**config.mk**
```make
export PLATFORM = sky130hd
export DESIGN_NAME = channel_core
export DESIGN_NICKNAME = d
export VERILOG_FILES = /design/src/core_pkg.sv /design/src/core_if.sv /design/src/instruction_store.sv /design/src/control_unit.sv /design/src/instruction_decoder.sv /design/src/register_file.sv /design/src/execution_unit.sv /design/src/channel_core.sv
export SDC_FILE = /design/constraint.sdc
export NUM_CORES = 2
export LEC_CHECK = 0
export BUFFER_PORTS_ARGS = -buffer_cell sky130_fd_sc_hd__clkbuf_2
export CORE_AREA = 2 2 415 417
export DETAILED_ROUTE_END_ITERATION = 10
export DIE_AREA = 0 0 417 419
export PLACE_DENSITY = 0.78
export SLEW_MARGIN = 20
export SYNTH_ARGS = -nofsm -noshare
export SYNTH_HDL_FRONTEND = slang
export SYNTH_SLANG_ARGS = --single-unit
```
**constraint.sdc**
```tcl
create_clock -name clock -period 4.24 [get_ports clock]
set_input_delay 0.848 -clock clock [delete_from_list [all_inputs] [get_ports clock]]
set_output_delay 0.848 -clock clock [all_outputs]
set_load 0.1 [all_outputs]
```
**src/core_pkg.sv**
```systemverilog
// Widths are fixed by the 32-bit instruction format and are not meant to be overridden
package core_pkg;

    ////////////////////////////////////////
    // Datapath and storage sizes
    ////////////////////////////////////////

    localparam int data_width = 16;
    localparam int reg_addr_width = 3;
    localparam int max_channels = 4;
    localparam int channel_width = 2;
    localparam int store_depth = 64;
    localparam int pc_width = 6;
    localparam int instr_width = 32;

    // Cycles from the last valid issue to its register write
    localparam int pipeline_drain = 3;

    ////////////////////////////////////////
    // Instruction field layout
    ////////////////////////////////////////

    localparam int opcode_msb = 31;
    localparam int opcode_lsb = 28;
    localparam int dest_msb = 27;
    localparam int dest_lsb = 25;
    localparam int src_a_msb = 24;
    localparam int src_a_lsb = 22;
    localparam int src_b_msb = 21;
    localparam int src_b_lsb = 19;
    // Bits 18 to 16 are reserved
    localparam int imm_msb = 15;
    localparam int imm_lsb = 0;

    // Codes above op_stop are illegal
    typedef enum logic [3:0] {
        op_nop  = 4'd0,
        op_add  = 4'd1,
        op_sub  = 4'd2,
        op_and  = 4'd3,
        op_or   = 4'd4,
        op_xor  = 4'd5,
        op_shl  = 4'd6,
        op_addi = 4'd7,
        op_ldi  = 4'd8,
        op_chan = 4'd9,
        op_stop = 4'd10
    } opcode_t;

    typedef enum logic [1:0] {
        idle,
        fetch,
        drain
    } ctrl_state_t;

endpackage

```
**src/core_if.sv**
```systemverilog
// Single-cycle valid strobes only, with no ready and no back-pressure on either bus
interface issue_if;
    logic valid;
    core_pkg::opcode_t opcode;
    logic [core_pkg::channel_width-1:0] channel;
    logic [core_pkg::reg_addr_width-1:0] dest;
    logic [core_pkg::reg_addr_width-1:0] src_a;
    logic [core_pkg::reg_addr_width-1:0] src_b;
    logic [core_pkg::data_width-1:0] immediate;

    modport master (output valid, opcode, channel, dest, src_a, src_b, immediate);
    modport monitor (input valid, opcode, channel, dest, src_a, src_b, immediate);
endinterface

// Writeback bus, one register write per valid cycle
interface result_if;
    logic valid;
    logic [core_pkg::channel_width-1:0] channel;
    logic [core_pkg::reg_addr_width-1:0] dest;
    logic [core_pkg::data_width-1:0] data;

    modport source (output valid, channel, dest, data);
    modport sink (input valid, channel, dest, data);
endinterface

```
**src/instruction_store.sv**
```systemverilog
// Program memory has no reset and must not be written while the core is busy
module instruction_store (
    input  logic clock,
    input  logic prog_write,
    input  logic [core_pkg::pc_width-1:0] prog_addr,
    input  logic [core_pkg::instr_width-1:0] prog_data,
    input  logic fetch_enable,
    input  logic [core_pkg::pc_width-1:0] fetch_addr,
    output logic [core_pkg::instr_width-1:0] fetch_data
);

    logic [core_pkg::instr_width-1:0] mem [core_pkg::store_depth];

    // Host load port
    always_ff @(posedge clock) begin
        if (prog_write) begin
            mem[prog_addr] <= prog_data;
        end
    end

    // Word is returned one cycle after the fetch
    always_ff @(posedge clock) begin
        if (fetch_enable) begin
            fetch_data <= mem[fetch_addr];
        end
    end

endmodule

```
**src/control_unit.sv**
```systemverilog
// No hazard interlock, so programs must space dependent instructions by four words
module control_unit (
    input  logic clock,
    input  logic arst_n,
    input  logic run,
    input  logic [2:0] n_channels,
    input  logic [core_pkg::instr_width-1:0] fetch_data,
    input  logic illegal,
    output logic fetch_enable,
    output logic [core_pkg::pc_width-1:0] fetch_addr,
    output logic instr_valid,
    output logic [core_pkg::instr_width-1:0] instr_word,
    output logic [core_pkg::channel_width-1:0] instr_channel,
    output logic busy,
    output logic done,
    output logic fault
);

    core_pkg::ctrl_state_t state;
    logic [core_pkg::pc_width-1:0] pc;
    logic [core_pkg::channel_width-1:0] channel;
    logic [core_pkg::channel_width-1:0] last_channel;
    logic [core_pkg::channel_width-1:0] fetch_channel;
    logic fetch_pending;
    logic stop_hit;
    logic error_seen;
    logic [1:0] drain_count;

    // Returned word is a stop while still fetching
    assign stop_hit = fetch_pending && (state == core_pkg::fetch) &&
        (fetch_data[core_pkg::opcode_msb:core_pkg::opcode_lsb] == core_pkg::op_stop);

    assign fetch_enable = (state == core_pkg::fetch) && !stop_hit && !illegal;
    assign fetch_addr = pc;

    // The word in flight behind a stop or an illegal opcode is dropped here
    assign instr_valid = fetch_pending && (state == core_pkg::fetch) && !illegal;
    assign instr_word = fetch_data;
    assign instr_channel = fetch_channel;

    assign busy = (state != core_pkg::idle) || done;
    assign fault = error_seen && (state == core_pkg::idle);

    always_ff @(posedge clock or negedge arst_n) begin
        if (!arst_n) begin
            state <= core_pkg::idle;
            pc <= '0;
            channel <= '0;
            last_channel <= '0;
            fetch_pending <= 1'b0;
            error_seen <= 1'b0;
            drain_count <= '0;
            done <= 1'b0;
        end else begin
            done <= 1'b0;
            fetch_pending <= fetch_enable;
            case (state)
                core_pkg::idle: begin
                    if (run) begin
                        state <= core_pkg::fetch;
                        pc <= '0;
                        channel <= '0;
                        error_seen <= 1'b0;
                        // Zero runs one channel, anything above the maximum is clamped
                        if (n_channels == 3'd0) begin
                            last_channel <= '0;
                        end else if (n_channels >= core_pkg::max_channels) begin
                            last_channel <= '1;
                        end else begin
                            last_channel <= n_channels[core_pkg::channel_width-1:0] - 1'b1;
                        end
                    end
                end
                core_pkg::fetch: begin
                    if (illegal || stop_hit) begin
                        state <= core_pkg::drain;
                        drain_count <= '0;
                        error_seen <= illegal;
                    end else if (channel == last_channel) begin
                        channel <= '0;
                        pc <= pc + 1'b1;
                    end else begin
                        channel <= channel + 1'b1;
                    end
                end
                core_pkg::drain: begin
                    if (drain_count == core_pkg::pipeline_drain - 1) begin
                        state <= core_pkg::idle;
                        done <= 1'b1;
                    end else begin
                        drain_count <= drain_count + 1'b1;
                    end
                end
                default: state <= core_pkg::idle;
            endcase
        end
    end

    // Channel tag follows its word through the store latency
    always_ff @(posedge clock) begin
        if (fetch_enable) begin
            fetch_channel <= channel;
        end
    end

endmodule

```
**src/instruction_decoder.sv**
```systemverilog
// Nop and stop produce no issue, undefined opcodes produce a one-cycle illegal strobe
module instruction_decoder (
    input  logic clock,
    input  logic arst_n,
    input  logic instr_valid,
    input  logic [core_pkg::instr_width-1:0] instr_word,
    input  logic [core_pkg::channel_width-1:0] instr_channel,
    issue_if.master issue,
    output logic illegal
);

    core_pkg::opcode_t opcode;
    logic is_operation;
    logic is_known;

    assign opcode = core_pkg::opcode_t'(instr_word[core_pkg::opcode_msb:core_pkg::opcode_lsb]);

    // Opcode classification
    always_comb begin
        is_operation = 1'b0;
        is_known = 1'b1;
        case (opcode)
            core_pkg::op_nop, core_pkg::op_stop: begin
                is_operation = 1'b0;
            end
            core_pkg::op_add, core_pkg::op_sub, core_pkg::op_and, core_pkg::op_or,
            core_pkg::op_xor, core_pkg::op_shl, core_pkg::op_addi, core_pkg::op_ldi,
            core_pkg::op_chan: begin
                is_operation = 1'b1;
            end
            default: begin
                is_known = 1'b0;
            end
        endcase
    end

    always_ff @(posedge clock or negedge arst_n) begin
        if (!arst_n) begin
            issue.valid <= 1'b0;
            illegal <= 1'b0;
        end else begin
            issue.valid <= instr_valid && is_operation;
            illegal <= instr_valid && !is_known;
        end
    end

    // Operation fields
    always_ff @(posedge clock) begin
        issue.opcode <= opcode;
        issue.channel <= instr_channel;
        issue.dest <= instr_word[core_pkg::dest_msb:core_pkg::dest_lsb];
        issue.src_a <= instr_word[core_pkg::src_a_msb:core_pkg::src_a_lsb];
        issue.src_b <= instr_word[core_pkg::src_b_msb:core_pkg::src_b_lsb];
        issue.immediate <= instr_word[core_pkg::imm_msb:core_pkg::imm_lsb];
    end

endmodule

```
**src/register_file.sv**
```systemverilog
// Reads in the same cycle as a write to that register return the new value
module register_file (
    input  logic clock,
    input  logic arst_n,
    issue_if.monitor issue,
    result_if.sink result,
    output logic [core_pkg::data_width-1:0] operand_a,
    output logic [core_pkg::data_width-1:0] operand_b,
    input  logic host_read,
    input  logic [core_pkg::channel_width-1:0] host_channel,
    input  logic [core_pkg::reg_addr_width-1:0] host_addr,
    output logic [core_pkg::data_width-1:0] host_data,
    output logic host_data_valid
);

    logic [core_pkg::data_width-1:0] regs [core_pkg::max_channels][1 << core_pkg::reg_addr_width];

    // Array read with write-first bypass from the result bus
    function automatic logic [core_pkg::data_width-1:0] read_word(
        input logic [core_pkg::channel_width-1:0] ch,
        input logic [core_pkg::reg_addr_width-1:0] addr
    );
        if (result.valid && (result.channel == ch) && (result.dest == addr)) begin
            return result.data;
        end
        return regs[ch][addr];
    endfunction

    always_ff @(posedge clock or negedge arst_n) begin
        if (!arst_n) begin
            for (int c = 0; c < core_pkg::max_channels; c++) begin
                for (int r = 0; r < (1 << core_pkg::reg_addr_width); r++) begin
                    regs[c][r] <= '0;
                end
            end
            host_data_valid <= 1'b0;
        end else begin
            if (result.valid) begin
                regs[result.channel][result.dest] <= result.data;
            end
            host_data_valid <= host_read;
        end
    end

    // Operand ports line up with the operation registered in the execution unit
    always_ff @(posedge clock) begin
        operand_a <= read_word(issue.channel, issue.src_a);
        operand_b <= read_word(issue.channel, issue.src_b);
        if (host_read) begin
            host_data <= read_word(host_channel, host_addr);
        end
    end

endmodule

```
**src/execution_unit.sv**
```systemverilog
// All arithmetic wraps modulo 2 to the 16th, with no flags or overflow detection
module execution_unit (
    input  logic clock,
    input  logic arst_n,
    issue_if.monitor issue,
    input  logic [core_pkg::data_width-1:0] operand_a,
    input  logic [core_pkg::data_width-1:0] operand_b,
    result_if.source result
);

    logic op_valid;
    core_pkg::opcode_t op_code;
    logic [core_pkg::channel_width-1:0] op_channel;
    logic [core_pkg::reg_addr_width-1:0] op_dest;
    logic [core_pkg::data_width-1:0] op_imm;
    logic [core_pkg::data_width-1:0] alu_out;

    always_ff @(posedge clock or negedge arst_n) begin
        if (!arst_n) begin
            op_valid <= 1'b0;
            result.valid <= 1'b0;
        end else begin
            op_valid <= issue.valid;
            result.valid <= op_valid;
        end
    end

    ////////////////////////////////////////
    // Operation and result registers
    ////////////////////////////////////////

    always_ff @(posedge clock) begin
        op_code <= issue.opcode;
        op_channel <= issue.channel;
        op_dest <= issue.dest;
        op_imm <= issue.immediate;
        result.channel <= op_channel;
        result.dest <= op_dest;
        result.data <= alu_out;
    end

    always_comb begin
        case (op_code)
            core_pkg::op_add:  alu_out = operand_a + operand_b;
            core_pkg::op_sub:  alu_out = operand_a - operand_b;
            core_pkg::op_and:  alu_out = operand_a & operand_b;
            core_pkg::op_or:   alu_out = operand_a | operand_b;
            core_pkg::op_xor:  alu_out = operand_a ^ operand_b;
            // Shift amount is the low nibble of the immediate
            core_pkg::op_shl:  alu_out = operand_a << op_imm[3:0];
            core_pkg::op_addi: alu_out = operand_a + op_imm;
            core_pkg::op_ldi:  alu_out = op_imm;
            core_pkg::op_chan: begin
                alu_out = {{(core_pkg::data_width - core_pkg::channel_width){1'b0}}, op_channel};
            end
            default:           alu_out = '0;
        endcase
    end

endmodule

```
**src/channel_core.sv**
```systemverilog
// Host must wait for done before loading a new program or reading results
module channel_core (
    input  logic clock,
    input  logic arst_n,
    input  logic prog_write,
    input  logic [core_pkg::pc_width-1:0] prog_addr,
    input  logic [core_pkg::instr_width-1:0] prog_data,
    input  logic run,
    input  logic [2:0] n_channels,
    output logic busy,
    output logic done,
    output logic fault,
    input  logic host_read,
    input  logic [core_pkg::channel_width-1:0] host_channel,
    input  logic [core_pkg::reg_addr_width-1:0] host_addr,
    output logic [core_pkg::data_width-1:0] host_data,
    output logic host_data_valid
);

    issue_if issue ();
    result_if result ();

    logic fetch_enable;
    logic [core_pkg::pc_width-1:0] fetch_addr;
    logic [core_pkg::instr_width-1:0] fetch_data;
    logic instr_valid;
    logic [core_pkg::instr_width-1:0] instr_word;
    logic [core_pkg::channel_width-1:0] instr_channel;
    logic illegal;
    logic [core_pkg::data_width-1:0] operand_a;
    logic [core_pkg::data_width-1:0] operand_b;

    ////////////////////////////////////////
    // Fetch and sequencing
    ////////////////////////////////////////

    instruction_store store_i (
        .clock(clock),
        .prog_write(prog_write),
        .prog_addr(prog_addr),
        .prog_data(prog_data),
        .fetch_enable(fetch_enable),
        .fetch_addr(fetch_addr),
        .fetch_data(fetch_data)
    );

    control_unit control_i (
        .clock(clock),
        .arst_n(arst_n),
        .run(run),
        .n_channels(n_channels),
        .fetch_data(fetch_data),
        .illegal(illegal),
        .fetch_enable(fetch_enable),
        .fetch_addr(fetch_addr),
        .instr_valid(instr_valid),
        .instr_word(instr_word),
        .instr_channel(instr_channel),
        .busy(busy),
        .done(done),
        .fault(fault)
    );

    ////////////////////////////////////////
    // Decode, operands and execute
    ////////////////////////////////////////

    instruction_decoder decoder_i (
        .clock(clock),
        .arst_n(arst_n),
        .instr_valid(instr_valid),
        .instr_word(instr_word),
        .instr_channel(instr_channel),
        .issue(issue.master),
        .illegal(illegal)
    );

    register_file registers_i (
        .clock(clock),
        .arst_n(arst_n),
        .issue(issue.monitor),
        .result(result.sink),
        .operand_a(operand_a),
        .operand_b(operand_b),
        .host_read(host_read),
        .host_channel(host_channel),
        .host_addr(host_addr),
        .host_data(host_data),
        .host_data_valid(host_data_valid)
    );

    execution_unit execute_i (
        .clock(clock),
        .arst_n(arst_n),
        .issue(issue.monitor),
        .operand_a(operand_a),
        .operand_b(operand_b),
        .result(result.source)
    );

endmodule

```
==> metrics.md <==
| Metric | Value |
|---|---|
| FP Rows | `152` |
| Crit path largest cell delay | `0.64 ns` |
| Final wirelength | `289 mm` |
| Sequential share of the synthesized area | `0.680` |
| Int Pwr | `45.0 mW` |
| CP arrival | `4.59 ns` |
| Number of post-CTS setup repair buffers | `0` |
| CP Capture Type | `flip-flop` |
| Clock power share | `0.352` |
| Filler instances | `9777` |
| Detailed-route wire length per cell | `36.2 µm` |
| Largest net degree at the start of global routing | `117` |
| FFs w/ async S/R, synth | `0.210` |
| Vias in the first global route | `58600` |
| Routability Congestion | `0.888` |
| Worst-margin pin slew | `1.20 ns` |
| Starting Density | `0.627` |
| Final layout net count | `5641` |
| Total power | `61.9 mW` |
| DRC viols | `0` |
| Num CTS Buffers | `241` |
| Worst EP required | `5.01 ns` |
| Num ports | `71` |
| Final core occ | `0.702` |
| Gr ovfl total | `0` |
| Fmax | `0.262 GHz` |
| Vias | `57300` |
| H-tree Lvls | `4` |
| Min-delay worst type | `input pin to asynchronous set/reset pin` |
| Die X | `417 µm` |
| Iter 0 DRT Violations | `8210` |
| Vias per cell | `7.17` |
| Initial antenna violation count | `14` |
| Comb pwr share | `0.185` |
| Syn Inst Count | `5293` |
| Skew-Pair Late Insertion Delay | `0.91 ns` |
| Area Overhead vs Synth | `12.1%` |
| Core area | `0.171 mm²` |
| Yosys cell types | `67` |
| CP Launch Type | `flip-flop` |
| CTS tree | `done` |
| RSZ-0062 raised after global routing | `no` |
| Multi-input gate area | `0.0329 mm²` |
| Synth Cell Area | `0.107 mm²` |
| Syn nets | `5405` |
| Clk buf depth | `3` |
| Die height | `419 µm` |
| Mean area per synthesized cell | `20.2 µm²` |
| Lkg Pwr | `41.7 nW` |
| Max_cap viols | `0` |
| Yosys warnings | `0` |
| Sequential power share | `0.464` |
| Slew HR | `0.200` |
| Peak VDD IR | `0.593 mV` |
| Most common cell on crit path | `a211o_1` |
| Final Hold Vio Count | `0` |
| Synthesis-stage register bit count | `2546` |
| Critical path, cell by cell | `and4b_1, nand2b_1, a21oi_1, a211o_1, ha_1, nor2b_1, o2111ai_1, a2111oi_0, buf_4, o211ai_1, a211o_1, nand3_1` |
| Worst Path Class, Setup | `flip-flop to flip-flop` |
| PD cells | `517 mW/mm²` |
| Setup TNS | `0 ns` |
| Clock root buffer master | `clkbuf_16` |
| Number of detailed-route iterations in the first pass | `6` |
| Crit share post-route | `0.901` |
| I/O Buffers | `67` |
| Status | `finished clean` |
| Gr usage total | `0.338` |
| Placed cell area | `0.112 mm²` |
| Storage cell area | `0.0727 mm²` |
| Commonest non-fill, non-tap cell in the layout | `edfxtp_1` |
| Psw | `16.9 mW` |
| Sw Share | `0.273` |
| EDFF count, synth | `1903` |
| Top delay family on crit path | `compound AO/OA/AOI/OAI gates` |
| Slowest cell on crit path | `dfxtp_1` |
| Share of cells above drive strength 1 | `0.394` |
| Critical Path Fanout Max | `14` |
| Clock transition at path regs | `0.06 ns` |
| Hold Worst Slack | `0.0964 ns` |
| Final Skew | `0.0754 ns` |
| Sink Count | `2546` |
| DPL Wire Length | `161 mm` |
| Final ANT Viol Nets | `0` |
| Final setup violation count | `0` |
| Crit path buffers/inverters | `1` |
| Finished Cell Area | `0.120 mm²` |
| Synth Flop Type | `edfxtp_1` |
| First-pass GRT wire length | `417 mm` |
| Min cycle time layout | `3.82 ns` |
| Most frequent cells in the layout | `edfxtp_1, mux4_2, dfrtp_1` |
| Final Max Slew Viols | `0` |
| Die Area | `0.175 mm²` |
## logic make-up after synthesis
| group | count (synthesis) | share of synthesized area |
|---|---|---|
| simple gates | 397 | 0.0172 |
| xor+xnor | 31 | 0.00254 |
| compound gates | 293 | 0.0185 |
| mux | 1548 | 0.257 |
| flops | 2546 | 0.680 |
| buf+inv | 417 | 0.0174 |
| fa+ha+maj | 61 | 0.00721 |
## per-stage QoR
| step | std cells | setup WS (ns) |
|---|---|---|
| 3_3_place_gp | 7518 | 0.420 |
| 5_1_grt | 7985 | 0.130 |
| 6_report | 7988 | 0.419 |
| 3_5_place_dp | 7518 | 0.384 |
| 4_1_cts | 7976 | 0.310 |
| 2_1_floorplan | 5293 | 0.305 |
## sequential cells by signal (all words and copies together), names as in the netlist, 4 cells and up
name and flops:
control_i.fetch_addr 6, decoder_i.issue.immediate 16, decoder_i.issue.opcode 4, execute_i.op_code 4, execute_i.op_imm 16, execute_i.result.data 16
registers_i.host_data 16, registers_i.operand_a 16, registers_i.operand_b 16, registers_i.regs 512, store_i.fetch_data 29, store_i.mem 1856
## routing by layer
layer	track usage	up-vias	wire length, µm
li1	-	22300	-
met1	0.445	30100	102000
met2	0.543	4029	142000
met3	0.0617	842	27300
met4	0.186	2	18400
met5	0	-	14
## path summary, 6_finish.rpt
check / slack, ns / depth (start not counted) / from / endpoint
worst max-delay path: 0.42 / 12 / execute_i.op_code[2] / execute_i.result.data[14]
worst min-delay path: 0.1 / 1 / arst_n / registers_i.regs[402]
worst max register to register: 0.42 / 12 / execute_i.op_code[2] / execute_i.result.data[14]
worst min register to register: 0.32 / 0 / decoder_i.issue.immediate[4] / execute_i.op_imm[4]
max in group asynchronous: 3.10 / 2 / arst_n / registers_i.regs[25]
min in group clock: 0.29 / 3 / run / control_i.state[0]
## power groups by stage
stage | Combinational (mW) | Clock [mW] | Sequential (mW)
after floorplan | 7.97 | 0 | 28.4
after global routing | 11.9 | 22.9 | 28.8
after global placement | 10.9 | 0 | 29.1
final | 11.4 | 21.8 | 28.7
after CTS | 11.4 | 22.0 | 28.7
after detailed placement | 11.1 | 0 | 29.2
## cell type report
| class | instances | area share |
|---|---|---|
| sequential | 2546 | 0.607 |
| clock inverter | 136 | 0.0114 |
| antenna | 11 | 0.000230 |
| multi-input combinational | 2330 | 0.275 |
| tap | 2233 | 0.0233 |
| timing repair buffer | 362 | 0.0260 |
| inverter | 48 | 0.00150 |
| clock buffer | 322 | 0.0557 |
## cell usage after synthesis, types with 9 or more instances
cell type     n  area, µm²
buf_2        81        405
inv_1        48        180
xor2_1       21        184
edfxtp_1   1903      57100
xnor2_1      10       87.6
mux2_2      520       5860
nand2_1     139        522
nor3_1       30        150
a221oi_1     16        140
nand3_1      28        140
nand2b_1     10       62.6
buf_4        37        278
a21oi_1      24        120
ha_1         60        751
o21ai_1      56        280
dfrtp_1     534      13400
mux2i_1     120       1200
nor2b_1       9       56.3
a22oi_1      66        495
dfxtp_1     109       2180
o21ai_0      46        230
buf_1        43        161
clkbuf_1    201        754
mux4_2      908      20400
nor2_1      115        432
a221o_1      14        140
o211ai_1     10       75.1
## what timing repair did
item / 4_1_cts / 5_1_grt
resized for setup: 0 / 1
endpoints found under the hold margin: 0 / 0
hold buffers: 0 / 0
endpoints found under the setup margin: 0 / 1
Power figures use the tool's default switching activity.
